## src/pcw_bus_pkg.sv

```systemverilog
`default_nettype none

package pcw_bus_pkg;

    typedef logic [7:0] io_addr_t;  // Z80 I/O port number, low byte only
    typedef logic [7:0] io_data_t;

    // Decoded system ports
    typedef enum logic [2:0] {
        PORT_F0   = 3'd0,  // Page 0000-3fff
        PORT_F1   = 3'd1,  // Page 4000-7fff
        PORT_F2   = 3'd2,  // Page 8000-bfff
        PORT_F3   = 3'd3,  // Page c000-ffff
        PORT_F4   = 3'd4,  // CPC read lock, read clears timer
        PORT_F8   = 3'd5,  // System control / status
        PORT_NONE = 3'd7
    } io_port_e;

    localparam io_addr_t ADDR_F0 = 8'hf0;
    localparam io_addr_t ADDR_F1 = 8'hf1;
    localparam io_addr_t ADDR_F2 = 8'hf2;
    localparam io_addr_t ADDR_F3 = 8'hf3;
    localparam io_addr_t ADDR_F4 = 8'hf4;
    localparam io_addr_t ADDR_F8 = 8'hf8;

    localparam io_data_t UNMAPPED_READ = 8'hff;  // Floating bus

    // Wishbone classic request from the master
    typedef struct packed {
        logic     cyc;
        logic     stb;
        logic     we;
        io_addr_t adr;
        io_data_t dat;
    } wb_req_t;

    typedef struct packed {
        logic     ack;
        io_data_t dat;  // Valid with ack
    } wb_rsp_t;

    // Single-cycle port write towards the register bank
    typedef struct packed {
        logic     wr;
        io_port_e port;
        io_data_t dat;
    } port_wr_t;

endpackage

`default_nettype wire

```

## src/pcw_sys_pkg.sv

```systemverilog
`default_nettype none

package pcw_sys_pkg;

    // Low nibble of a write to F8
    typedef enum logic [3:0] {
        CMD_END_BOOT  = 4'd0,
        CMD_DISK_NMI  = 4'd2,
        CMD_DISK_INT  = 4'd3,
        CMD_DISK_OFF  = 4'd4,   // Disk neither NMI nor INT
        CMD_TC_SET    = 4'd5,
        CMD_TC_CLR    = 4'd6,
        CMD_MOTOR_ON  = 4'd9,
        CMD_MOTOR_OFF = 4'd10,
        CMD_SPK_ON    = 4'd11,
        CMD_SPK_OFF   = 4'd12
    } sys_cmd_e;

    typedef enum logic [1:0] {
        MEM_256K = 2'd0,  // 4 page bits
        MEM_512K = 2'd1,  // 5 page bits
        MEM_1M   = 2'd2,  // 6 page bits
        MEM_2M   = 2'd3   // 7 page bits
    } mem_size_e;

    localparam int PAGE_BITS     = 7;
    localparam int OFFSET_BITS   = 14;  // 16K pages
    localparam int CPC_BANK_BITS = 3;

    typedef logic [7:0] page_reg_t;
    typedef logic [PAGE_BITS+OFFSET_BITS-1:0] phys_addr_t;  // 21 bits, 2M

    typedef struct packed {
        page_reg_t [3:0] page;  // F3 down to F0
        page_reg_t       lock;  // F4, bits 7:4 lock per page
    } page_cfg_t;

    typedef struct packed {
        logic disk_to_nmi;
        logic disk_to_int;
        logic tc;       // FDC terminal count
        logic motor;
        logic speaker;
    } sys_ctrl_t;

    // F3, F2, F1, F0 then lock
    localparam page_cfg_t PAGE_RESET = {8'h83, 8'h82, 8'h81, 8'h80, 8'hf1};

    localparam int TIMER_CLEAR_CYCLES = 32;
    localparam int TIMER_CLEAR_W      = $clog2(TIMER_CLEAR_CYCLES);
    localparam logic [TIMER_CLEAR_W-1:0] TIMER_CLEAR_LAST =
        TIMER_CLEAR_W'(TIMER_CLEAR_CYCLES - 1);

endpackage

`default_nettype wire

```

## src/pcw_int_ctrl.sv

```systemverilog
`timescale 1ns/100ps
`default_nettype none

module pcw_int_ctrl (
    input  wire                    clk_sys,
    input  wire                    reset,
    input  wire pcw_sys_pkg::sys_ctrl_t sys_ctrl,
    input  wire                    mode_change,
    input  wire                    timer_read,  // F4 read, start clear
    input  wire                    timer_tick,  // 300 Hz from video timing
    input  wire                    fdc_int,
    input  wire                    iff1,        // CPU interrupts enabled
    input  wire                    ntsc,
    output pcw_bus_pkg::io_data_t  status,
    output logic                   int_n,
    output logic                   nmi_n
);

    logic [1:0] in_sync_q, in_prev_q;  // {timer_tick, fdc_int}
    logic timer_rise, fdc_rise, fdc_fall;
    logic fdc_latch_q, nmi_flag_q;
    logic [3:0] timer_misses_q;
    logic timer_line_q, int_line_q, nmi_line_q;
    logic clear_busy_q;
    logic [pcw_sys_pkg::TIMER_CLEAR_W-1:0] clear_cnt_q;
    logic clear_end;

    always_ff @(posedge clk_sys) begin
        if (reset) begin
            in_sync_q <= '0;
            in_prev_q <= '0;
        end else begin
            in_sync_q <= {timer_tick, fdc_int};
            in_prev_q <= in_sync_q;
        end
    end

    assign timer_rise = in_sync_q[1] && !in_prev_q[1];
    assign fdc_rise   = in_sync_q[0] && !in_prev_q[0];
    assign fdc_fall   = !in_sync_q[0] && in_prev_q[0];

    // FDC status latch follows the line, NMI flag remembers it
    always_ff @(posedge clk_sys) begin
        if (reset) begin
            fdc_latch_q <= 1'b0;
            nmi_flag_q  <= 1'b0;
        end else begin
            if (fdc_rise) begin
                fdc_latch_q <= 1'b1;
                if (sys_ctrl.disk_to_nmi) nmi_flag_q <= 1'b1;
            end else if (fdc_fall) begin
                fdc_latch_q <= 1'b0;
            end
            if (mode_change && !sys_ctrl.disk_to_nmi) nmi_flag_q <= 1'b0;  // No longer NMI mode
        end
    end

    assign clear_end = clear_busy_q && (clear_cnt_q == pcw_sys_pkg::TIMER_CLEAR_LAST);

    always_ff @(posedge clk_sys) begin
        if (reset) begin
            timer_misses_q <= '0;
            timer_line_q   <= 1'b0;
            int_line_q     <= 1'b0;
            nmi_line_q     <= 1'b0;
            clear_busy_q   <= 1'b0;
            clear_cnt_q    <= '0;
        end else begin
            if (timer_rise) begin  // Lines only move on the 300 Hz tick
                if (!(&timer_misses_q)) timer_misses_q <= timer_misses_q + 4'd1;
                timer_line_q <= iff1;
                nmi_line_q   <= nmi_flag_q;
                int_line_q   <= sys_ctrl.disk_to_int && fdc_latch_q && iff1;
            end
            if (timer_read) begin
                clear_busy_q <= 1'b1;  // Restart on every read
                clear_cnt_q  <= '0;
            end else if (clear_end) begin
                clear_busy_q   <= 1'b0;
                timer_line_q   <= 1'b0;  // Wins over a tick in the same cycle
                timer_misses_q <= '0;
            end else if (clear_busy_q) begin
                clear_cnt_q <= clear_cnt_q + 1'b1;
            end
            if (mode_change && !sys_ctrl.disk_to_int) int_line_q <= 1'b0;
        end
    end

    assign status = {2'b00, fdc_latch_q, ~ntsc, timer_misses_q};

    assign nmi_n = !nmi_line_q;
    assign int_n = nmi_line_q || !(int_line_q || timer_line_q);  // Held off while NMI pending

    // Miss count saturates at 15
    misses_saturate: assert property (@(posedge clk_sys) disable iff (reset)
        (timer_rise && (&timer_misses_q) && !clear_end) |=> (&timer_misses_q));

endmodule

`default_nettype wire

```

## src/pcw_io_slave.sv

```systemverilog
`timescale 1ns/100ps
`default_nettype none

module pcw_io_slave (
    input  wire                   clk_sys,
    input  wire                   reset,
    input  wire pcw_bus_pkg::wb_req_t  wb_req,
    output pcw_bus_pkg::wb_rsp_t  wb_rsp,
    input  wire pcw_bus_pkg::io_data_t status,  // Shared F8/F4 status byte
    output pcw_bus_pkg::port_wr_t port_wr,
    output logic                  timer_read     // Read of F4 acked
);

    pcw_bus_pkg::io_port_e port;
    logic ack_q;
    logic armed_q;  // Cleared after ack until stb seen low

    always_comb begin
        case (wb_req.adr)
            pcw_bus_pkg::ADDR_F0: port = pcw_bus_pkg::PORT_F0;
            pcw_bus_pkg::ADDR_F1: port = pcw_bus_pkg::PORT_F1;
            pcw_bus_pkg::ADDR_F2: port = pcw_bus_pkg::PORT_F2;
            pcw_bus_pkg::ADDR_F3: port = pcw_bus_pkg::PORT_F3;
            pcw_bus_pkg::ADDR_F4: port = pcw_bus_pkg::PORT_F4;
            pcw_bus_pkg::ADDR_F8: port = pcw_bus_pkg::PORT_F8;
            default:              port = pcw_bus_pkg::PORT_NONE;
        endcase
    end

    always_ff @(posedge clk_sys) begin
        if (reset) begin
            ack_q   <= 1'b0;
            armed_q <= 1'b1;
        end else begin
            ack_q <= wb_req.cyc && wb_req.stb && armed_q && !ack_q;
            if (ack_q)
                armed_q <= 1'b0;  // One ack per strobe
            else if (!wb_req.stb)
                armed_q <= 1'b1;  // Master dropped stb, re-arm
        end
    end

    // Master holds adr/dat through ack, so decode straight off the bus
    assign port_wr.wr   = ack_q && wb_req.we;
    assign port_wr.port = port;
    assign port_wr.dat  = wb_req.dat;

    assign timer_read = ack_q && !wb_req.we && (port == pcw_bus_pkg::PORT_F4);

    assign wb_rsp.ack = ack_q;
    assign wb_rsp.dat = (port == pcw_bus_pkg::PORT_F8 || port == pcw_bus_pkg::PORT_F4) ?
                        status : pcw_bus_pkg::UNMAPPED_READ;

    // Single-cycle ack, never back to back
    ack_single: assert property (@(posedge clk_sys) disable iff (reset)
        wb_rsp.ack |=> !wb_rsp.ack);

    // Ack only answers a strobe seen on the previous edge
    ack_after_stb: assert property (@(posedge clk_sys) disable iff (reset)
        wb_rsp.ack |-> $past(wb_req.cyc && wb_req.stb));

endmodule

`default_nettype wire

```

## src/pcw_io_top.sv

```systemverilog
`timescale 1ns/100ps
`default_nettype none

module pcw_io_top (
    input  wire                         clk_sys,
    input  wire                         reset,
    input  wire pcw_bus_pkg::wb_req_t   wb_req,
    output pcw_bus_pkg::wb_rsp_t        wb_rsp,
    input  wire [15:0]                  cpu_addr,
    input  wire                         cpu_write,
    input  wire pcw_sys_pkg::mem_size_e memory_size,
    input  wire                         ntsc,
    input  wire                         timer_tick,
    input  wire                         fdc_int,
    input  wire                         iff1,
    output pcw_sys_pkg::phys_addr_t     phys_addr,
    output pcw_sys_pkg::sys_ctrl_t      sys_ctrl,
    output logic                        int_n,
    output logic                        nmi_n
);

    pcw_bus_pkg::port_wr_t  port_wr;
    pcw_bus_pkg::io_data_t  status;     // F8/F4 read value
    pcw_sys_pkg::page_cfg_t page_cfg;
    logic timer_read;
    logic mode_change;

    pcw_io_slave pcw_io_slave_inst (
        .clk_sys    (clk_sys),
        .reset      (reset),
        .wb_req     (wb_req),
        .wb_rsp     (wb_rsp),
        .status     (status),
        .port_wr    (port_wr),
        .timer_read (timer_read)
    );

    pcw_port_regs pcw_port_regs_inst (
        .clk_sys     (clk_sys),
        .reset       (reset),
        .port_wr     (port_wr),
        .page_cfg    (page_cfg),
        .sys_ctrl    (sys_ctrl),
        .mode_change (mode_change)
    );

    pcw_page_mapper pcw_page_mapper_inst (
        .page_cfg    (page_cfg),
        .cpu_addr    (cpu_addr),
        .cpu_write   (cpu_write),
        .memory_size (memory_size),
        .phys_addr   (phys_addr)
    );

    pcw_int_ctrl pcw_int_ctrl_inst (
        .clk_sys     (clk_sys),
        .reset       (reset),
        .sys_ctrl    (sys_ctrl),
        .mode_change (mode_change),
        .timer_read  (timer_read),
        .timer_tick  (timer_tick),
        .fdc_int     (fdc_int),
        .iff1        (iff1),
        .ntsc        (ntsc),
        .status      (status),
        .int_n       (int_n),
        .nmi_n       (nmi_n)
    );

endmodule

`default_nettype wire

```

## src/pcw_page_mapper.sv

```systemverilog
`timescale 1ns/100ps
`default_nettype none

module pcw_page_mapper (
    input  wire pcw_sys_pkg::page_cfg_t page_cfg,
    input  wire [15:0]                  cpu_addr,
    input  wire                         cpu_write,
    input  wire pcw_sys_pkg::mem_size_e memory_size,
    output pcw_sys_pkg::phys_addr_t     phys_addr
);

    logic [1:0] sel;  // 16K quarter of CPU space
    pcw_sys_pkg::page_reg_t page;
    logic lock_bit;
    logic [pcw_sys_pkg::PAGE_BITS-1:0] size_mask;
    logic [pcw_sys_pkg::PAGE_BITS-1:0] pcw_page;
    logic [pcw_sys_pkg::CPC_BANK_BITS-1:0] cpc_bank;

    assign sel      = cpu_addr[15:14];
    assign page     = page_cfg.page[sel];
    assign lock_bit = page_cfg.lock[{1'b1, sel}];  // F4 bits 7:4

    always_comb begin
        case (memory_size)
            pcw_sys_pkg::MEM_256K: size_mask = 7'h0f;
            pcw_sys_pkg::MEM_512K: size_mask = 7'h1f;
            pcw_sys_pkg::MEM_1M:   size_mask = 7'h3f;
            default:               size_mask = 7'h7f;  // 2M
        endcase
    end

    assign pcw_page = page[6:0] & size_mask;  // Wrap on smaller machines

    // CPC: write bank in 2:0, read bank in 6:4 unless locked
    assign cpc_bank = (cpu_write || lock_bit) ? page[2:0] : page[6:4];

    assign phys_addr = page[7] ?
        {pcw_page, cpu_addr[pcw_sys_pkg::OFFSET_BITS-1:0]} :
        {{(pcw_sys_pkg::PAGE_BITS - pcw_sys_pkg::CPC_BANK_BITS){1'b0}},
         cpc_bank, cpu_addr[pcw_sys_pkg::OFFSET_BITS-1:0]};

endmodule

`default_nettype wire

```

## src/pcw_port_regs.sv

```systemverilog
`timescale 1ns/100ps
`default_nettype none

module pcw_port_regs (
    input  wire                   clk_sys,
    input  wire                   reset,
    input  wire pcw_bus_pkg::port_wr_t port_wr,
    output pcw_sys_pkg::page_cfg_t page_cfg,
    output pcw_sys_pkg::sys_ctrl_t sys_ctrl,
    output logic                  mode_change  // Disk routing changed, cmd 3 or 4
);

    pcw_sys_pkg::sys_cmd_e cmd;

    assign cmd = pcw_sys_pkg::sys_cmd_e'(port_wr.dat[3:0]);  // Upper nibble ignored

    always_ff @(posedge clk_sys) begin
        if (reset) begin
            page_cfg    <= pcw_sys_pkg::PAGE_RESET;  // PCW mode, pages 0-3
            sys_ctrl    <= '0;
            mode_change <= 1'b0;
        end else begin
            mode_change <= 1'b0;  // Pulse
            if (port_wr.wr) begin
                case (port_wr.port)
                    pcw_bus_pkg::PORT_F0,
                    pcw_bus_pkg::PORT_F1,
                    pcw_bus_pkg::PORT_F2,
                    pcw_bus_pkg::PORT_F3: begin
                        page_cfg.page[port_wr.port[1:0]] <= port_wr.dat;  // Enum code is index
                    end
                    pcw_bus_pkg::PORT_F4: page_cfg.lock <= port_wr.dat;
                    pcw_bus_pkg::PORT_F8: begin
                        case (cmd)
                            pcw_sys_pkg::CMD_END_BOOT: ;  // Nothing to do without boot ROM
                            pcw_sys_pkg::CMD_DISK_NMI: begin
                                sys_ctrl.disk_to_nmi <= 1'b1;
                                sys_ctrl.disk_to_int <= 1'b0;
                            end
                            pcw_sys_pkg::CMD_DISK_INT: begin
                                sys_ctrl.disk_to_nmi <= 1'b0;
                                sys_ctrl.disk_to_int <= 1'b1;
                                mode_change          <= 1'b1;
                            end
                            pcw_sys_pkg::CMD_DISK_OFF: begin
                                sys_ctrl.disk_to_nmi <= 1'b0;
                                sys_ctrl.disk_to_int <= 1'b0;
                                mode_change          <= 1'b1;
                            end
                            pcw_sys_pkg::CMD_TC_SET:    sys_ctrl.tc      <= 1'b1;
                            pcw_sys_pkg::CMD_TC_CLR:    sys_ctrl.tc      <= 1'b0;
                            pcw_sys_pkg::CMD_MOTOR_ON:  sys_ctrl.motor   <= 1'b1;
                            pcw_sys_pkg::CMD_MOTOR_OFF: sys_ctrl.motor   <= 1'b0;
                            pcw_sys_pkg::CMD_SPK_ON:    sys_ctrl.speaker <= 1'b1;
                            pcw_sys_pkg::CMD_SPK_OFF:   sys_ctrl.speaker <= 1'b0;
                            default: ;  // Reset (1) and spare codes
                        endcase
                    end
                    default: ;
                endcase
            end
        end
    end

    // Disk interrupt goes one way only
    disk_route_excl: assert property (@(posedge clk_sys) disable iff (reset)
        !(sys_ctrl.disk_to_nmi && sys_ctrl.disk_to_int));

endmodule

`default_nettype wire

```

## config.mk

```make
export PLATFORM = sky130hd
export DESIGN_NAME = pcw_io_top
export DESIGN_NICKNAME = d
export VERILOG_FILES = /design/src/pcw_bus_pkg.sv /design/src/pcw_sys_pkg.sv /design/src/pcw_int_ctrl.sv /design/src/pcw_io_slave.sv /design/src/pcw_io_top.sv /design/src/pcw_page_mapper.sv /design/src/pcw_port_regs.sv
export SDC_FILE = /design/constraint.sdc
export NUM_CORES = 1
export LEC_CHECK = 0
export BUFFER_PORTS_ARGS = -buffer_cell sky130_fd_sc_hd__buf_2
export CORE_AREA = 2 2 90 92
export CTS_BUF_LIST = sky130_fd_sc_hd__clkbuf_4 sky130_fd_sc_hd__clkbuf_8 sky130_fd_sc_hd__clkbuf_16
export CTS_CLUSTER_DIAMETER = 100
export DETAILED_ROUTE_END_ITERATION = 16
export DIE_AREA = 0 0 92 94
export HOLD_SLACK_MARGIN = 0.05
export SYNTH_ARGS = -nofsm -noshare
export SYNTH_HDL_FRONTEND = slang
export SYNTH_SLANG_ARGS = --single-unit
```

## constraint.sdc

```tcl
create_clock -name clk_sys -period 4.3 [get_ports clk_sys]
set_clock_uncertainty 0.05 [all_clocks]
set_input_delay 0.645 -clock clk_sys [delete_from_list [all_inputs] [get_ports clk_sys]]
set_output_delay 0.645 -clock clk_sys [all_outputs]
set_load 0.05 [all_outputs]
```

==> results of run 1 <==
final timing paths:
check,from,to,cells past startpoint
max,cpu_addr[14],phys_addr[16],5
min,pcw_int_ctrl_inst.nmi_flag_q$_SDFFE_PP0P_,pcw_int_ctrl_inst.nmi_line_q$_SDFFE_PP0P_,2
max reg2reg,pcw_int_ctrl_inst.clear_cnt_q[0]$_SDFFE_PP0P_,pcw_int_ctrl_inst.clear_cnt_q[3]$_SDFFE_PP0P_,7
min reg2reg,pcw_int_ctrl_inst.nmi_flag_q$_SDFFE_PP0P_,pcw_int_ctrl_inst.nmi_line_q$_SDFFE_PP0P_,2
worst max-delay path, cell delays in order:
cell    delay [ps]
buf_2          270
mux4_2         610
nor3_2         310
mux2_2         380
buf_2          210
synth_stat cells (5+ instances only):
master / number / area (um^2)
nand2_1: 10 / 37.5
clkbuf_1: 11 / 41.3
nand2b_1: 5 / 31.3
dfxtp_1: 63 / 1260
nor2_1: 45 / 169
buf_4: 17 / 128
a21oi_1: 11 / 55.1
nand4_1: 6 / 37.5
mux2i_1: 27 / 270
mux4_2: 8 / 180
inv_1: 11 / 41.3
a211o_1: 9 / 78.8
nor2b_1: 12 / 75.1
nor3_1: 8 / 40.0
power groups by stage:
stage	clock network [W]	registers, W	logic [W]
finish	0.000525	0.000591	0.0000772
detailed placement	0	0.000604	0.0000775
global route	0.000558	0.000591	0.0000854
floorplan	0	0.000604	0.0000854
CTS	0.000535	0.000591	0.0000778
global placement	0	0.000604	0.0000765
layout make-up:
cell class / instances / area [um^2] / share of cell area
repair buffers: 53 / 268 / 0.0783
clock inverters: 5 / 57.6 / 0.0168
multi-input cells: 203 / 1520 / 0.444
inverters: 11 / 41.3 / 0.0121
well taps: 102 / 128 / 0.0373
flip-flops and latches: 63 / 1260 / 0.369
clock buffers: 11 / 145 / 0.0424
cells in the final DEF, fill, tap and decap left out, types with 2 or more instances in the layout:
cell type / instances
dfxtp_1: 63
buf_2: 52
nor2_1: 45
mux2i_1: 27
nor2b_1: 12
inv_1: 11
a21oi_1: 11
nand2_1: 10
clkbuf_8: 10
a211o_1: 9
mux4_2: 8
nor3_1: 8
nand4_1: 6
nand2b_1: 5
and4_1: 4
xor2_1: 4
or2_2: 4
mux2_2: 4
o21ai_0: 4
ha_1: 4
nand3_1: 3
nand3b_1: 3
clkinvlp_4: 3
and3_1: 2
nor3b_1: 2
nor4_1: 2
a31oi_1: 2
a211oi_1: 2
o21bai_1: 2
state kept, by name, indices dropped and copies added (netlist names):
name,count
pcw_port_regs_inst.page_cfg,36
pcw_int_ctrl_inst.clear_cnt_q,5
pcw_port_regs_inst.sys_ctrl,5
pcw_int_ctrl_inst.timer_misses_q,4
pcw_int_ctrl_inst.in_prev_q,2
pcw_int_ctrl_inst.in_sync_q,2
pcw_int_ctrl_inst.clear_busy_q,1
pcw_int_ctrl_inst.fdc_latch_q,1
pcw_int_ctrl_inst.int_line_q,1
pcw_int_ctrl_inst.nmi_flag_q,1
pcw_int_ctrl_inst.nmi_line_q,1
pcw_int_ctrl_inst.timer_line_q,1
pcw_io_slave_inst.ack_q,1
pcw_io_slave_inst.armed_q,1
pcw_port_regs_inst.mode_change,1
kinds of logic (layout without fill, tap and decap cells):
| group | count (synthesis) | after routing | share of synthesized area |
|---|---|---|---|
| multiplexers | 40 | 40 | 0.173 |
| adder cells (fa/ha/maj) | 4 | 4 | 0.0166 |
| flip-flops | 63 | 63 | 0.417 |
| XOR/XNOR | 5 | 5 | 0.0145 |
| AO/OA/AOI/OAI | 36 | 36 | 0.0815 |
| AND/OR/NAND/NOR | 118 | 118 | 0.216 |
| buffers and inverters | 44 | 80 | 0.0820 |
per-stage QoR:
stage | utilization | instances
after floorplan | - | 310
after global placement | 0.423 | 432
after detailed placement | 0.423 | 432
after CTS | 0.450 | 448
after global routing | 0.450 | 448
final | 0.450 | 448
layer usage:
| metal | track usage | up-vias | wire (um) |
|---|---|---|---|
| met4 | 0.0983 | 0 | 177 |
| met5 | 0 | - | 0 |
| met2 | 0.237 | 53 | 2980 |
| met1 | 0.212 | 1081 | 3140 |
| met3 | 0.0385 | 15 | 314 |
| li1 | - | 1141 | - |
==> flow_metrics.env, run 1 <==
export IMPL_slew_headroom=0.296
export IMPL_syn_area_mm2=0.00302
export IMPL_yosysWarningCount=0
export IMPL_grt_ovfl_total=0
export IMPL_ioPinCount=81
export IMPL_worstMarginPinSlew_ps=1060
export IMPL_holdWs_ps=407
export IMPL_leakagePower_nw=1.38
export IMPL_drt_antenna_violating_nets=0
export IMPL_worstSetupStartpointType="input port"
export IMPL_placed_cell_area_mm2=0.00322
export IMPL_grt_pass1_vias=2145
export IMPL_total_power_w=0.00119
export IMPL_firstDrtPassIters=4
export IMPL_syn_to_final_growth_pct=13.2
export IMPL_synth_nets=358
export IMPL_antenna_found_initial=0
export IMPL_drive_gt1_frac=0.269
export IMPL_post_drt_wl_per_cell_um=14.8
export IMPL_clk_pin_slew_ps=70
export IMPL_finalCriticalPeriod_ps=3130
export IMPL_drv_cap=0
export IMPL_cts_buffers=9
export IMPL_switching_share=0.243
export IMPL_ctsHoldBuffers=0
export IMPL_routabilityCongestion=0.774
export IMPL_core_mm2=0.00761
export IMPL_clock_sinks=63
export IMPL_clock_root_buffer="clkbuf_8"
export IMPL_cts_setup_buffers=0
export IMPL_grt_max_degree=61
export IMPL_dr_total_vias=2290
export IMPL_fillers=799
export IMPL_fin_area_mm2=0.00342
export IMPL_die_y_um=94
export IMPL_initial_utilization=0.397
export IMPL_synthDistinctLibCells=50
export IMPL_cts_tree="yes"
export IMPL_rsz0062_at_grt="no"
export IMPL_seqPwrFrac=0.496
export IMPL_synth_edff_count=0
export IMPL_power_density_mw_per_mm2=349
export IMPL_crit_path_end_kind="output pin"
export IMPL_layout_nets=389
export IMPL_clock_latency_ps=350
export IMPL_r2r_slack_ps=2380
export IMPL_pre_cts_slack_ps=1160
export IMPL_syn_area_per_cell_um2=9.75
export IMPL_grt_util_all_layers=0.160
export IMPL_hold_viol=0
export IMPL_viasPerCell=5.11
export IMPL_fin_setup_tns_ps=0
export IMPL_cts_repair_resized=0
export IMPL_dp_final_hpwl_um=4660
export IMPL_intPower_w=0.000904
export IMPL_pwr_share_clk=0.440
export IMPL_holdCritPathClass="flip-flop to flip-flop"
export IMPL_yosysSeqAreaShare=0.417
export IMPL_fin_crit_sh=0.728
export IMPL_n_antenna_cell=0
export IMPL_fp_dieW_um=92
export IMPL_cp_arrival_ps=2430
export IMPL_setup_viol=0
export IMPL_dr_first_iter_drc_count=109
export IMPL_ys_flop_type="dfxtp_1"
export IMPL_ir_drop_v=0.000169
export IMPL_async_flop_share=0
export IMPL_ys_ff_latch=63
export IMPL_grt_first_pass_wirelength_um=10600
export IMPL_critical_path_class="input port to output pin"
export IMPL_die_area_mm2=0.00865
export IMPL_io_buffers=52
export IMPL_fin_ws_ps=1170
export IMPL_rows=32
export IMPL_critPathMaxFanout=9
export IMPL_drt_wl_total_um=6610
export IMPL_comb_power_share=0.065
export IMPL_timing_fmax_ghz=0.320
export IMPL_drc=0
export IMPL_h_tree_depth=3
export IMPL_p_switching_w=0.000289
export IMPL_cts_buffer_depth=2
export IMPL_outcome="complete, no violations"
export IMPL_slew_viol_final=0
export IMPL_crit_required_ps=3610
export IMPL_synthCells=310
(Power assumes the default switching activity.)
==> run 2, diff against run 1 <==
--- a/config.mk
+++ b/config.mk
@@ -12,6 +12,7 @@
 export DETAILED_ROUTE_END_ITERATION = 16
 export DIE_AREA = 0 0 92 94
 export HOLD_SLACK_MARGIN = 0.05
+export PLACE_DENSITY = 0.65
 export SYNTH_ARGS = -nofsm -noshare
 export SYNTH_HDL_FRONTEND = slang
 export SYNTH_SLANG_ARGS = --single-unit
==> constraint.sdc (replaced) <==
create_clock -name clk_sys -period 2.6 [get_ports clk_sys]
set_clock_uncertainty 0.05 [all_clocks]
set_input_delay 0.39 -clock clk_sys [delete_from_list [all_inputs] [get_ports clk_sys]]
set_output_delay 0.39 -clock clk_sys [all_outputs]
set_load 0.05 [all_outputs]
==> run 2 against run 1 <==
Non-clock buffer count is 5 higher; critical path depth is 1 lower; routed wire length is 1.6% lower; clock power is 62% higher; power is 64% higher; sequential power is 65% higher; critical path type is now flip-flop to output pin; critical endpoint is now phys_addr[15].
==> flow_metrics.env, run 2 (synthesis gave the netlist of run 1 again) <==
export IMPL_timing_fmax_ghz=0.406
export IMPL_post_drt_wl_per_cell_um=14.4
export IMPL_ctsHoldBuffers=0
export IMPL_cts_buffer_depth=2
export IMPL_crit_required_ps=2160
export IMPL_die_area_mm2=0.00865
export IMPL_grt_util_all_layers=0.160
export IMPL_outcome="complete, no violations"
export IMPL_path_delay_family="multiplexers"
export IMPL_hold_viol=0
export IMPL_drc=0
export IMPL_crit_path_end_kind="output pin"
export IMPL_clock_sinks=63
export IMPL_leakagePower_nw=1.40
export IMPL_placed_cell_area_mm2=0.00326
export IMPL_total_power_w=0.00196
export IMPL_routabilityCongestion=0.792
export IMPL_slew_viol_final=0
export IMPL_drt_wl_total_um=6510
export IMPL_drive_gt1_frac=0.279
export IMPL_fillers=750
export IMPL_grt_first_pass_wirelength_um=10700
export IMPL_slowest_stage="mux4_2"
export IMPL_reg_top3="pcw_port_regs_inst.page_cfg: 36 flops, pcw_int_ctrl_inst.clear_cnt_q: 5 flops, pcw_port_regs_inst.sys_ctrl: 5 flops"
export IMPL_routed_top_layer="met4"
export IMPL_core_mm2=0.00761
export IMPL_layout_nets=394
export IMPL_viasPerCell=5.11
export IMPL_ioPinCount=81
export IMPL_drt_met1_wl_um=3100
export IMPL_n_antenna_cell=0
export IMPL_worstMarginPinSlew_ps=766
export IMPL_slew_headroom=0.490
export IMPL_ir_drop_v=0.000241
export IMPL_holdCritPathClass="input port to flip-flop"
export IMPL_worstPathCellList="mux4_2 -> nor3_4 -> mux2_2 -> buf_2"
export IMPL_switching_share=0.254
export IMPL_initial_utilization=0.397
export IMPL_cp_buffers_inverters=1
export IMPL_power_density_mw_per_mm2=566
export IMPL_clock_root_buffer="clkbuf_8"
export IMPL_dp_final_hpwl_um=4670
export IMPL_seqPwrFrac=0.499
export IMPL_critical_path_class="flip-flop to output pin"
export IMPL_h_tree_depth=3
export IMPL_final_core_util=0.455
export IMPL_comb_power_share=0.069
export IMPL_clk_pin_slew_ps=80
export IMPL_max_flop_register="pcw_port_regs_inst.page_cfg"
export IMPL_worstSetupStartpointType="flip-flop"
export IMPL_critPathMaxFanout=5
export IMPL_fin_setup_tns_ps=0
export IMPL_p_switching_w=0.000497
export IMPL_grt_max_degree=44
export IMPL_cts_buffers=9
export IMPL_cts_tree="yes"
export IMPL_finalCriticalPeriod_ps=2460
export IMPL_layout_common_cells="dfxtp_1 (63), buf_2 (52), nor2_1 (45)"
export IMPL_wl_met3_um=404
export IMPL_grt_pass1_vias=2114
export IMPL_antenna_found_initial=0
export IMPL_setup_viol=0
export IMPL_intPower_w=0.00146
export IMPL_grt_ovfl_total=0
export IMPL_dr_first_iter_drc_count=102
export IMPL_fp_dieW_um=92
export IMPL_rows=32
export IMPL_syn_to_final_growth_pct=14.4
export IMPL_firstDrtPassIters=4
export IMPL_drv_cap=0
export IMPL_rsz0062_at_grt="no"
export IMPL_cts_setup_buffers=0
export IMPL_dr_total_vias=2313
export IMPL_die_y_um=94
export IMPL_final_common_cell="dfxtp_1"
export IMPL_io_buffers=52
export IMPL_drt_antenna_violating_nets=0
export IMPL_clock_latency_ps=340
export IMPL_fin_area_mm2=0.00346
export IMPL_critical_path_max_stage_delay_ps=540
export IMPL_route_met2_wl_um=2870
export IMPL_cp_arrival_ps=2020
export IMPL_pwr_share_clk=0.433
export IMPL_largest_register_ffs=36
export IMPL_fin_crit_sh=0.947
[run 2: final timing paths]
check	to	start	slack, ps	cells after the start
worst max-delay path	phys_addr[15]	pcw_port_regs_inst.page_cfg[39]$_SDFFE_PP1P_	140	4
worst min register to register	pcw_int_ctrl_inst.nmi_line_q$_SDFFE_PP0P_	pcw_int_ctrl_inst.nmi_line_q$_SDFFE_PP0P_	410	2
worst max register to register	pcw_int_ctrl_inst.clear_cnt_q[3]$_SDFFE_PP0P_	pcw_int_ctrl_inst.clear_cnt_q[0]$_SDFFE_PP0P_	730	7
worst min-delay path	pcw_int_ctrl_inst.in_sync_q[0]$_SDFF_PP0_	fdc_int	200	2
[run 2: through the flow]
| stage | hold slack, ps | instances | setup slack (ps) |
|---|---|---|---|
| global placement | 388 | 437 | 239 |
| detailed placement | 402 | 437 | 190 |
| global route | 207 | 453 | 45.8 |
| finish | 202 | 453 | 138 |
| CTS | 192 | 453 | 76.1 |
| floorplan | 377 | 310 | 321 |
[run 2: power by group through the flow]
| stage | Sequential [W] | Clock [W] | Combinational, W |
|---|---|---|---|
| 2_1_floorplan | 0.000998 | 0 | 0.000141 |
| 3_3_place_gp | 0.000999 | 0 | 0.000131 |
| 3_5_place_dp | 0.00100 | 0 | 0.000134 |
| 4_1_cts | 0.000977 | 0.000867 | 0.000135 |
| 5_1_grt | 0.000978 | 0.000913 | 0.000146 |
| 6_report | 0.000977 | 0.000848 | 0.000135 |
[run 2: repair_timing]
item	4_1_cts	5_1_grt
hold endpoints to repair	0	0
setup endpoints to repair	0	1
resized for setup	0	1
[run 2: routing by layer]
layer | GRT usage | vias up
li1 | - | 1152
met1 | 0.220 | 1092
met2 | 0.237 | 58
met3 | 0.0393 | 11
met4 | 0.0771 | 0
met5 | 0 | -
[run 2: area by class of cell]
cell class / instances / area [um^2] / share of cell area
well taps: 102 / 128 / 0.0369
flip-flops and latches: 63 / 1260 / 0.365
clock buffers: 9 / 124 / 0.0358
inverters: 11 / 41.3 / 0.0119
multi-input cells: 203 / 1530 / 0.441
clock inverters: 7 / 73.8 / 0.0213
repair buffers: 58 / 305 / 0.0882
==> run 3, diff against run 2 <==
--- a/config.mk
+++ b/config.mk
@@ -5,14 +5,14 @@
 export SDC_FILE = /design/constraint.sdc
 export NUM_CORES = 1
 export LEC_CHECK = 0
-export BUFFER_PORTS_ARGS = -buffer_cell sky130_fd_sc_hd__buf_2
-export CORE_AREA = 2 2 90 92
+export CORE_AREA = 2 2 76 78
 export CTS_BUF_LIST = sky130_fd_sc_hd__clkbuf_4 sky130_fd_sc_hd__clkbuf_8 sky130_fd_sc_hd__clkbuf_16
 export CTS_CLUSTER_DIAMETER = 100
 export DETAILED_ROUTE_END_ITERATION = 16
-export DIE_AREA = 0 0 92 94
+export DIE_AREA = 0 0 78 80
+export DONT_BUFFER_PORTS = 1
 export HOLD_SLACK_MARGIN = 0.05
-export PLACE_DENSITY = 0.65
+export PLACE_DENSITY = 0.74
 export SYNTH_ARGS = -nofsm -noshare
 export SYNTH_HDL_FRONTEND = slang
 export SYNTH_SLANG_ARGS = --single-unit
==> run 3 against run 2 <==
Core utilization up 13 points; flip-flop and latch count unchanged; maximum frequency rose by 1.1%; final cell count down 19%; critical path type unchanged; largest cell class unchanged.
==> flow_metrics.env, run 3 (synthesis gave the netlist of run 1 again) <==
export IMPL_outcome="complete, no violations"
export IMPL_power_density_mw_per_mm2=654
export IMPL_grt_max_degree=61
export IMPL_rr_worst_depth=7
export IMPL_ctsHoldBuffers=0
export IMPL_clock_latency_ps=330
export IMPL_fin_crit_sh=0.937
export IMPL_worstSetupStartpointType="flip-flop"
export IMPL_fin_setup_tns_ps=0
export IMPL_io_buffers=0
export IMPL_cts_buffers=9
export IMPL_rsz0062_at_grt="no"
export IMPL_crit_path_end_kind="output pin"
export IMPL_n_antenna_cell=0
export IMPL_rows=27
export IMPL_wl_met3_um=369
export IMPL_firstDrtPassIters=4
export IMPL_cts_buffer_depth=2
export IMPL_critical_path_class="flip-flop to output pin"
export IMPL_clock_sinks=63
export IMPL_seq_area_mm2=0.00126
export IMPL_ir_drop_v=0.000464
export IMPL_finalCriticalPeriod_ps=2440
export IMPL_grt_first_pass_wirelength_um=9560
export IMPL_routed_top_layer="met4"
export IMPL_slew_viol_final=0
export IMPL_fin_area_mm2=0.00318
export IMPL_largest_register_ffs=36
export IMPL_die_area_mm2=0.00624
export IMPL_reg_top3="pcw_port_regs_inst.page_cfg: 36 flops, pcw_int_ctrl_inst.clear_cnt_q: 5 flops, pcw_port_regs_inst.sys_ctrl: 5 flops"
export IMPL_holdCritPathClass="input port to flip-flop"
export IMPL_cts_setup_buffers=0
export IMPL_h_tree_depth=3
export IMPL_grt_ovfl_total=0
export IMPL_grt_pass1_vias=2029
export IMPL_holdWs_ps=75.3
export IMPL_cp_arrival_ps=2000
export IMPL_post_drt_wl_per_cell_um=15.9
export IMPL_max_flop_register="pcw_port_regs_inst.page_cfg"
export IMPL_dr_total_vias=2092
export IMPL_dp_final_hpwl_um=4080
export IMPL_layout_nets=339
export IMPL_viasPerCell=5.68
export IMPL_hold_viol=0
export IMPL_min_path_cells=1
export IMPL_clk_pin_slew_ps=70
export IMPL_slew_headroom=0.366
export IMPL_clock_root_buffer="clkbuf_8"
export IMPL_crit_required_ps=2160
export IMPL_drc=0
export IMPL_drv_cap=0
export IMPL_worstMarginPinSlew_ps=945
export IMPL_layout_common_cells="dfxtp_1 (63), nor2_1 (45), mux2i_1 (27)"
export IMPL_final_common_cell="dfxtp_1"
export IMPL_setup_viol=0
export IMPL_total_power_w=0.00208
export IMPL_initial_utilization=0.559
export IMPL_route_met2_wl_um=2720
export IMPL_drt_met1_wl_um=2660
export IMPL_drt_antenna_violating_nets=0
export IMPL_multiInputGateArea_mm2=0.00152
export IMPL_fillers=477
export IMPL_critPathMaxFanout=5
export IMPL_core_mm2=0.00541
export IMPL_dr_first_iter_drc_count=89
export IMPL_leakagePower_nw=1.21
export IMPL_drt_wl_total_um=5860
export IMPL_placed_cell_area_mm2=0.00294
export IMPL_cts_repair_resized=0
export IMPL_timing_fmax_ghz=0.410
export IMPL_grt_util_all_layers=0.200
export IMPL_die_y_um=80
export IMPL_final_core_util=0.588
export IMPL_antenna_found_initial=0
export IMPL_drive_gt1_frac=0.145
export IMPL_cts_tree="yes"
export IMPL_fp_dieW_um=78
export IMPL_ioPinCount=81
export IMPL_routabilityCongestion=0.766
export IMPL_syn_to_final_growth_pct=5.22
==> run 3: metrics by stage <==
| stage | setup WS (ps) | cells |
|---|---|---|
| after floorplan | 321 | 310 |
| after global placement | 411 | 352 |
| after detailed placement | 414 | 352 |
| after CTS | 141 | 368 |
| after global routing | 65.6 | 368 |
| final | 163 | 368 |
==> run 3: area by class of cell <==
cell class,count,area share
flip-flops and latches,63,0.397
clock buffers,10,0.0433
inverters,11,0.0130
clock inverters,6,0.0338
multi-input cells,203,0.478
repair buffers,3,0.00708
well taps,72,0.0283
==> run 3: path summary, 6_finish.rpt <==
kind / start / slack (ps) / end
worst max-delay path: pcw_port_regs_inst.page_cfg[39]$_SDFFE_PP1P_ / 160 / phys_addr[16]
worst min-delay path: reset / 80 / pcw_int_ctrl_inst.clear_busy_q$_SDFFE_PP0P_
worst max register to register: pcw_int_ctrl_inst.clear_cnt_q[0]$_SDFFE_PP0P_ / 750 / pcw_int_ctrl_inst.clear_cnt_q[3]$_SDFFE_PP0P_
worst min register to register: pcw_int_ctrl_inst.nmi_flag_q$_SDFFE_PP0P_ / 400 / pcw_int_ctrl_inst.nmi_line_q$_SDFFE_PP0P_
==> run 3: report_power, final <==
group	leakage (nW)	internal (W)	switching [W]
logic	0.577	0.0000294	0.0000387
registers	0.509	0.000972	0.00000531
clock network	0.122	0.000659	0.000374
total	1.21	0.00166	0.000418
==> run 3: worst max-delay path, stage by stage (launching register included) <==
cell and delay (ps):
dfxtp_1 310, mux4_2 530, nor3_2 310, mux2_2 510
==> run 3: routing by layer <==
layer,GRT usage,up-vias
met5,0,-
met1,0.252,999
met4,0.0930,0
met3,0.0679,11
met2,0.309,39
li1,-,1043
